## config.mk

```make
export PLATFORM = sky130hd
export DESIGN_NAME = pio
export DESIGN_NICKNAME = d
export VERILOG_FILES = /design/src/common/pio_pkg.sv /design/src/hw/fifo.sv /design/src/hw/pio.sv /design/src/machine/machine.sv
export SDC_FILE = /design/constraint.sdc
export NUM_CORES = 2
export LEC_CHECK = 0
export BUFFER_PORTS_ARGS = -buffer_cell sky130_fd_sc_hd__buf_2
export CAP_MARGIN = 25
export CORE_AREA = 2 2 298 595
export CTS_CLUSTER_SIZE = 28
export DETAILED_ROUTE_END_ITERATION = 8
export DIE_AREA = 0 0 300 597
export GPL_TIMING_DRIVEN = 0
export PLACE_DENSITY = 0.86
export SLEW_MARGIN = 40
export SYNTH_ARGS = -nofsm -noshare
export SYNTH_HDL_FRONTEND = slang
export SYNTH_HIERARCHICAL = 1
export SYNTH_SLANG_ARGS = --single-unit
```

## constraint.sdc

```tcl
create_clock -name clk -period 10.75 [get_ports clk]
set_clock_uncertainty 0.05 [all_clocks]
set_input_delay 2.15 -clock clk [delete_from_list [all_inputs] [get_ports clk]]
set_output_delay 2.15 -clock clk [all_outputs]
set_load 0.005 [all_outputs]
```

## src/common/pio_pkg.sv

```systemverilog
`default_nettype none

package pio_pkg;

  typedef logic [15:0] instr_t;
  typedef logic [4:0]  addr_t;
  typedef logic [31:0] word_t;
  typedef logic [23:0] div_t;
  typedef logic [7:0]  pins_t;
  typedef logic [3:0]  count_t;

  // instruction bits 15..13
  typedef enum logic [2:0] {
    op_jmp  = 3'd0,
    op_wait = 3'd1,
    op_in   = 3'd2,
    op_out  = 3'd3,
    op_push = 3'd4,
    op_pull = 3'd5,
    op_set  = 3'd7
  } opcode_e;

  // jmp condition in bits 7..5
  typedef enum logic [2:0] {
    cond_always = 3'd0,
    cond_x_dec  = 3'd2,
    cond_pin    = 3'd6
  } jmp_cond_e;

  // set destination in bits 7..5
  typedef enum logic [2:0] {
    dest_pins    = 3'd0,
    dest_x       = 3'd1,
    dest_pindirs = 3'd4
  } set_dest_e;

  typedef enum logic [2:0] {
    act_none   = 3'd0,
    act_instr  = 3'd1,
    act_wrap   = 3'd2,
    act_pull   = 3'd3,
    act_push   = 3'd4,
    act_enable = 3'd5,
    act_div    = 3'd6
  } action_e;

  // 0 and anything above 8 mean 8 bits
  function automatic count_t bit_count(instr_t i);
    if (i[3:0] == 4'd0 || i[3:0] > 4'd8) begin
      return 4'd8;
    end
    return i[3:0];
  endfunction

  function automatic pins_t count_mask(count_t n);
    logic [8:0] m;
    m = (9'd1 << n) - 9'd1;
    return m[7:0];
  endfunction

endpackage

`default_nettype wire

```

## src/hw/fifo.sv

```systemverilog
`timescale 1ns/1ns
`default_nettype none

module fifo #(
  parameter int depth = 4,
  parameter int width = 32
) (
  input  logic             clk,
  input  logic             reset,
  input  logic             push,
  input  logic             pull,
  input  logic [width-1:0] din,
  output logic [width-1:0] dout,
  output logic             empty,
  output logic             full
);

  localparam int aw = (depth > 1) ? $clog2(depth) : 1;
  localparam int cw = $clog2(depth + 1);

  logic [width-1:0] mem [depth];
  logic [aw-1:0]    rd_ptr;
  logic [aw-1:0]    wr_ptr;
  logic [cw-1:0]    count;
  logic             do_push;
  logic             do_pull;

  assign empty   = (count == 0);
  assign full    = (count == cw'(depth));
  assign do_push = push && !full;
  assign do_pull = pull && !empty;
  // show-ahead head
  assign dout    = mem[rd_ptr];

  always_ff @(posedge clk) begin
    if (do_push) begin
      mem[wr_ptr] <= din;
    end
  end

  always_ff @(posedge clk) begin
    if (reset) begin
      rd_ptr <= '0;
      wr_ptr <= '0;
      count  <= '0;
    end else begin
      if (do_push) begin
        wr_ptr <= (wr_ptr == aw'(depth - 1)) ? '0 : wr_ptr + 1'b1;
      end
      if (do_pull) begin
        rd_ptr <= (rd_ptr == aw'(depth - 1)) ? '0 : rd_ptr + 1'b1;
      end
      if (do_push && !do_pull) begin
        count <= count + 1'b1;
      end else if (do_pull && !do_push) begin
        count <= count - 1'b1;
      end
    end
  end

  a_count_bound: assert property (@(posedge clk) disable iff (reset)
    count <= cw'(depth));

endmodule

`default_nettype wire

```

## src/hw/pio.sv

```systemverilog
`timescale 1ns/1ns
`default_nettype none

module pio import pio_pkg::*; #(
  parameter int fifo_depth = 4
) (
  input  logic       clk,
  input  logic       reset,
  input  div_t       div,
  input  logic [1:0] mindex,
  input  word_t      din,
  input  addr_t      index,
  input  action_e    action,
  input  word_t      gpio_in,
  output word_t      dout,
  output word_t      gpio_out,
  output word_t      gpio_dir,
  output logic [3:0] tx_full,
  output logic [3:0] rx_empty
);

  // shared program memory
  instr_t     mem [32];

  addr_t      pstart [4];
  addr_t      pend   [4];
  div_t       divs   [4];
  logic [3:0] en;

  addr_t      pc      [4];
  word_t      tx_dout [4];
  word_t      rx_din  [4];
  word_t      rx_dout [4];
  logic [3:0] tx_empty;
  logic [3:0] rx_full;
  logic [3:0] tx_pull;
  logic [3:0] rx_push;

  logic [3:0] sel;
  logic [3:0] host_push;
  logic [3:0] host_pull;

  assign sel       = 4'b0001 << mindex;
  assign host_push = (action == act_push) ? sel : 4'b0000;
  assign host_pull = (action == act_pull) ? sel : 4'b0000;
  assign dout      = rx_dout[mindex];

  always_ff @(posedge clk) begin
    if (action == act_instr) begin
      mem[index] <= din[15:0];
    end
  end

  always_ff @(posedge clk) begin
    if (reset) begin
      en <= 4'b0000;
      for (int i = 0; i < 4; i++) begin
        pstart[i] <= 5'd0;
        pend[i]   <= 5'd31;
        divs[i]   <= '0;
      end
    end else begin
      case (action)
        act_wrap: begin
          pstart[mindex] <= din[4:0];
          pend[mindex]   <= din[9:5];
        end
        act_enable: en <= din[3:0];
        act_div: divs[mindex] <= div;
        default: ;
      endcase
    end
  end

  for (genvar m = 0; m < 4; m++) begin : g_machine
    machine u_machine (
      .clk      (clk),
      .reset    (reset),
      .en       (en[m]),
      .div      (divs[m]),
      .instr    (mem[pc[m]]),
      .pstart   (pstart[m]),
      .pend     (pend[m]),
      .tx_data  (tx_dout[m]),
      .tx_empty (tx_empty[m]),
      .rx_full  (rx_full[m]),
      .pins_in  (gpio_in[8*m +: 8]),
      .pc       (pc[m]),
      .tx_pull  (tx_pull[m]),
      .rx_data  (rx_din[m]),
      .rx_push  (rx_push[m]),
      .pins_out (gpio_out[8*m +: 8]),
      .pins_dir (gpio_dir[8*m +: 8])
    );

    // host to machine
    fifo #(.depth(fifo_depth), .width($bits(word_t))) u_tx_fifo (
      .clk   (clk),
      .reset (reset),
      .push  (host_push[m]),
      .pull  (tx_pull[m]),
      .din   (din),
      .dout  (tx_dout[m]),
      .empty (tx_empty[m]),
      .full  (tx_full[m])
    );

    // machine to host
    fifo #(.depth(fifo_depth), .width($bits(word_t))) u_rx_fifo (
      .clk   (clk),
      .reset (reset),
      .push  (rx_push[m]),
      .pull  (host_pull[m]),
      .din   (rx_din[m]),
      .dout  (rx_dout[m]),
      .empty (rx_empty[m]),
      .full  (rx_full[m])
    );
  end

endmodule

`default_nettype wire

```

## src/machine/machine.sv

```systemverilog
`timescale 1ns/1ns
`default_nettype none

module machine import pio_pkg::*; (
  input  logic   clk,
  input  logic   reset,
  input  logic   en,
  input  div_t   div,
  input  instr_t instr,
  input  addr_t  pstart,
  input  addr_t  pend,
  input  word_t  tx_data,
  input  logic   tx_empty,
  input  logic   rx_full,
  input  pins_t  pins_in,
  output addr_t  pc,
  output logic   tx_pull,
  output word_t  rx_data,
  output logic   rx_push,
  output pins_t  pins_out,
  output pins_t  pins_dir
);

  div_t      cnt;
  logic      en_q;
  logic      load;
  logic      step;
  logic      stall;
  logic      taken;
  addr_t     next_pc;
  word_t     isr;
  word_t     osr;
  word_t     x;

  opcode_e   op;
  jmp_cond_e cond;
  set_dest_e dest;
  count_t    count;
  pins_t     mask;

  assign op    = opcode_e'(instr[15:13]);
  assign cond  = jmp_cond_e'(instr[7:5]);
  assign dest  = set_dest_e'(instr[7:5]);
  assign count = bit_count(instr);
  assign mask  = count_mask(count);

  // rising enable reloads pc and stepping starts a clock later
  assign load = en && !en_q;
  assign step = en && en_q && (cnt >= div);

  always_comb begin
    stall = 1'b0;
    taken = 1'b0;
    case (op)
      op_wait: stall = (pins_in[instr[2:0]] != instr[7]);
      op_pull: stall = tx_empty;
      op_push: stall = rx_full;
      op_jmp: begin
        case (cond)
          cond_always: taken = 1'b1;
          cond_x_dec:  taken = (x != '0);
          cond_pin:    taken = pins_in[0];
          default:     taken = 1'b0;
        endcase
      end
      default: ;
    endcase
  end

  always_comb begin
    if (taken) begin
      next_pc = instr[4:0];
    end else if (pc == pend) begin
      next_pc = pstart;
    end else begin
      next_pc = pc + 5'd1;
    end
  end

  assign tx_pull = step && !stall && (op == op_pull);
  assign rx_push = step && !stall && (op == op_push);
  assign rx_data = isr;

  // divider counter
  always_ff @(posedge clk) begin
    if (reset) begin
      cnt  <= '0;
      en_q <= 1'b0;
    end else begin
      en_q <= en;
      if (!en || !en_q || step) begin
        cnt <= '0;
      end else begin
        cnt <= cnt + 24'd1;
      end
    end
  end

  always_ff @(posedge clk) begin
    if (reset) begin
      pc       <= '0;
      isr      <= '0;
      osr      <= '0;
      x        <= '0;
      pins_out <= '0;
      pins_dir <= '0;
    end else if (load) begin
      pc <= pstart;
    end else if (step && !stall) begin
      pc <= next_pc;
      case (op)
        op_in: begin
          isr <= (isr << count) | word_t'(pins_in & mask);
        end
        op_out: begin
          // lsb first into the low pins
          pins_out <= (pins_out & ~mask) | (osr[7:0] & mask);
          osr      <= osr >> count;
        end
        op_push: isr <= '0;
        op_pull: osr <= tx_data;
        op_set: begin
          case (dest)
            dest_pins:    pins_out <= {3'b000, instr[4:0]};
            dest_pindirs: pins_dir <= {3'b000, instr[4:0]};
            dest_x:       x        <= {27'd0, instr[4:0]};
            default: ;
          endcase
        end
        op_jmp: begin
          // condition sees x before the decrement
          if (cond == cond_x_dec) begin
            x <= x - 32'd1;
          end
        end
        default: ;
      endcase
    end
  end

  a_no_pull_empty: assert property (@(posedge clk) disable iff (reset)
    tx_pull |-> !tx_empty);

  a_no_push_full: assert property (@(posedge clk) disable iff (reset)
    rx_push |-> !rx_full);

  a_pc_hold: assert property (@(posedge clk) disable iff (reset)
    (!step && !load) |=> $stable(pc));

endmodule

`default_nettype wire

```

==> results of run 1 <==
==> through the flow <==
step | instances | instance area, sq um
CTS | 12070 | 121400
detailed placement | 11720 | 114900
global placement | 11690 | 114000
floorplan | 9200 | 110200
==> per-layer routing <==
metal  overflow  GRT usage [%]
met2          1          88.13
met5          0          3.038
met1          0          53.41
met3          0          31.14
met4          4          67.88
==> summary.md, run 1 <==
| Metric | Value |
|---|---|
| Post-CTS Setup Bufs | 0 |
| CTS-repair resized insts | 0 |
| GRT Total Usage | around three fifths |
| IO Count | 204 |
| Detailed placer's ending HPWL | between 300 and 400 mm |
| Error | [ERROR GRT-0116] Global routing finished with congestion. Check the congestion regions in the DRC Viewer. |
| CTS Hold Bufs | 0 |
| # rows | 217 |
| Global-route wire length before repair | 740.0 mm |
| Warnings from Yosys | 6 |
| Area of the mapped netlist | ~110000 sq um |
| Remaining global-route overflow | 5 |
| Vias in the first global route | 95.54k |
| Halt Stage | 5_1_grt |
| Status | aborted with a tool error |
| Port Buf Inserts | 190 |
| RePlAce Congestion | 1.225 |
| Pre-CTS WS | 2.888 ns |
| Average cell area after synthesis | ~12 sq um |
| Gate Count Post-Synth | 9192 |
| Clock buffer count from CTS | 189 |
| Largest net degree at the start of global routing | 53 |
| DIE HEIGHT | 597 um |
| Initial core utilization | 63.18% |
| CTS H-tree depth | 4 |
| CTS Root Cell | clkbuf_16 |
| Bufs on Longest Clock Path | 4 |
| Die Span X | 300 um |
==> run 2, diff against run 1 <==
--- a/config.mk
+++ b/config.mk
@@ -7,12 +7,11 @@
 export LEC_CHECK = 0
 export BUFFER_PORTS_ARGS = -buffer_cell sky130_fd_sc_hd__buf_2
 export CAP_MARGIN = 25
-export CORE_AREA = 2 2 298 595
-export CTS_CLUSTER_SIZE = 28
+export CORE_AREA = 2 2 551 553
 export DETAILED_ROUTE_END_ITERATION = 8
-export DIE_AREA = 0 0 300 597
+export DIE_AREA = 0 0 553 555
 export GPL_TIMING_DRIVEN = 0
-export PLACE_DENSITY = 0.86
+export PLACE_DENSITY_LB_ADDON = 0.15
 export SLEW_MARGIN = 40
 export SYNTH_ARGS = -nofsm -noshare
 export SYNTH_HDL_FRONTEND = slang
==> run 2 against run 1 <==
  * The flow now finishes without violations
  * Synthesized cell count did not move
  * Area after synthesis unchanged
==> summary.md, run 2 <==
| Metric | Value |
|---|---|
| Status | completed (was aborted with a tool error) |
| Initial core utilization | 36.55% (was 63.18%) |
| Warnings from Yosys | 6 (unchanged) |
| IO Count | 204 (unchanged) |
| Wl on met1 | roughly 190 mm |
| Bufs on Longest Clock Path | 4 (unchanged) |
| Initial antenna violation count | 30 |
| CTS tree | built |
| Storage element area | about 58000 sq um |
| Post-Place Cell Area | 117000 sq um (was 114900 sq um) |
| Max VDD drop | 138.2 uV |
| Area of the mapped netlist | 110100 sq um (unchanged) |
| Worst-case reg-to-reg path depth | 21 |
| WL per Instance | 31.33 um |
| DR WL met3 | approximately 36 mm |
| Residual DRC | 0 |
| Clock Latency Late Sink | a little under 1 ns |
| Largest net degree at the start of global routing | 50 |
| Detailed placer's ending HPWL | 324.5 mm (was 357.0 mm) |
| Clock buffer count from CTS | 242 (was 189) |
| Multi-input logic area | 47410 sq um |
| Vias | between 80k and 90k |
| Startpoint types | flop |
| DIE HEIGHT | 555 um (was 597 um) |
| CTS Root Cell | clkbuf_16 (unchanged) |
| Core area | 301300 sq um |
| GRT Total Usage | between 20% and 30% |
| Worst Path Required | 11.59 ns |
| Setup TNS | 0 ns |
| Leakage power | 42.33 nW |
| Global-route wire length before repair | between 600 and 700 mm |
| Most frequent cells in the layout | edfxtp_1, mux2i_1, nand2_1, dfxtp_1, a21oi_1 |
| DR top layer | met5 |
| PnR Total Power | 18.63 mW |
| Top Registers | g_machine.u_rx_fifo/mem x512, g_machine.u_tx_fifo/mem x512, mem x352 |
| RePlAce Congestion | 1.002 (was 1.225) |
| Final slew viol count | 0 |
| Fraction of layout cells with a size suffix above 1 | ~16% |
| Worst hold path cell count | 2 |
| Internal reg-to-reg setup slack | 2.75 ns |
| CTS Hold Bufs | 0 (unchanged) |
| Worst-margin pin slew | 0.9293 ns |
| Drt via density | 5.974 |
| Worst-path maximum fanout | 10 |
| Relative max-transition margin | a little under two fifths |
| Period minus WS final | 8.001 ns |
| Routed Antenna Nets | 0 |
| Commonest non-fill, non-tap cell in the layout | edfxtp_1 |
| FF-to-FF End | g_machine[1].u_rx_fifo/count[2]$_SDFFE_PP0P_ |
| Worst setup path startpoint | g_machine[1].u_machine/pc[0]$_SDFFE_PP0P_ |
| Average cell area after synthesis | 11.98 sq um (unchanged) |
| CTS H-tree depth | 4 (unchanged) |
| Total Die Area | 306900 sq um |
| Syn-to-layout area delta | 13.58% |
| Launching point of the worst reg2reg path | g_machine[1].u_machine/pc[0]$_SDFFE_PP0P_ |
| Clk pin slew, worst setup/hold paths | 0.06 ns |
| CP Capture Type | flop |
| Setup violators final | 0 |
| # rows | 202 (was 217) |
| HP Class | reg -> reg |
| Final WL | 434.1 mm |
| Tcrit/Tclk final | 74.43% |
| Metal2 WL | ~190 mm |
| RSZ-0062 raised after global routing | false |
| Total Nets Final | 9935 |
| Critical Path End | g_machine[1].u_rx_fifo/count[2]$_SDFFE_PP0P_ |
| Maximum clock rate | between 0.1 and 0.15 GHz |
| Post-CTS Setup Bufs | 0 (unchanged) |
| CP Class | reg -> reg |
| CTS-repair resized insts | 0 (unchanged) |
| Port Buf Inserts | 190 (unchanged) |
| Max-cap violations | 0 |
| WP data arrival | between 8 and 9 ns |
| Remaining global-route overflow | 0 |
| Die Span X | 553 um (was 300 um) |
| # fillers | 28.40k |
| Vias in the first global route | approximately 80k |
| Gate Count Post-Synth | 9192 (unchanged) |
| Clock sinks | between 2k and 2.5k |
| Final Instance Area | roughly 130000 sq um |
| Initial detailed-routing violation count | just over 10k |
| Pwr per Cell Area | 148.9 nW/um^2 |
| Drt first pass iters | 6 |
| Hold Fails Final Rpt | 0 |
run 2: final cells by class:
cell class / count / share of cell area, %
Sequential cell: 2144 / 46.41
Multi-Input combinational cell: 6065 / 37.90
Clock buffer: 341 / 5.407
Tap cell: 3978 / 3.979
Buffer: 771 / 3.476
Timing Repair Buffer: 219 / 1.163
Clock inverter: 111 / 0.9483
Inverter: 220 / 0.6922
Antenna cell: 9 / 0.01801
run 2: how the worst min path moves through the flow:
| stage | from | end | slack [ns] |
|---|---|---|---|
| after floorplan | g_machine[2].u_machine/x[1]$_SDFFE_PP0P_ | g_machine[2].u_machine/x[1]$_SDFFE_PP0P_ | 0.38 |
| after global placement | g_machine[2].u_machine/x[1]$_SDFFE_PP0P_ | g_machine[2].u_machine/x[1]$_SDFFE_PP0P_ | 0.39 |
| after detailed placement | g_machine[3].u_machine/osr[1]$_SDFFE_PP0P_ | g_machine[3].u_machine/osr[1]$_SDFFE_PP0P_ | 0.41 |
| after CTS | g_machine[1].u_machine/x[1]$_SDFFE_PP0P_ | g_machine[1].u_machine/x[1]$_SDFFE_PP0P_ | 0.42 |
| after global routing | g_machine[3].u_machine/osr[1]$_SDFFE_PP0P_ | g_machine[3].u_machine/osr[1]$_SDFFE_PP0P_ | 0.43 |
| final | g_machine[1].u_machine/x[1]$_SDFFE_PP0P_ | g_machine[1].u_machine/x[1]$_SDFFE_PP0P_ | 0.42 |
run 2: stage by stage:
stage | std cells | setup WS [ns] | hold WS (ns) | utilization (%)
floorplan | 9200 | 5.303 | 0.3819 | -
finish | 13860 | 2.749 | 0.4174 | 41.52
detailed placement | 13390 | 2.897 | 0.4067 | 38.85
global placement | 13370 | 2.335 | 0.3938 | 38.53
CTS | 13850 | 2.915 | 0.4179 | 41.49
global route | 13850 | 2.308 | 0.4257 | 41.51
run 2: report_power, final:
part           internal, mW  switching, mW  total, mW
clock                  4.79           3.53       8.32
sequential             8.84         0.0281       8.87
combinational         0.388           1.05       1.43
run 2: layer usage:
metal	vias to the layer above	GRT usage [%]
met5	-	0
met3	723	5.412
met1	42240	38.80
met2	3829	41.16
li1	35980	-
met4	8	10.98
run 2: worst max-delay path: stages, from the launching register on:
cell and delay, ns:
dfxtp_1 0.66, nor2b_1 0.20, buf_4 0.28, buf_2 0.50, a22oi_1 0.25, a31oi_1 0.66
nand3_1 0.65, clkbuf_1 0.40, mux4_2 0.35, mux2i_1 0.30, xnor2_1 0.15, a221oi_1 0.48
nand2_1 0.52, nor3_2 0.73, inv_1 0.15, nor2_2 0.22, ha_1 0.21, inv_1 0.06
fa_1 0.37, xor2_1 0.17, or3_2 0.41, a21oi_1 0.16
No activity file was read; power rests on OpenSTA's default activity.
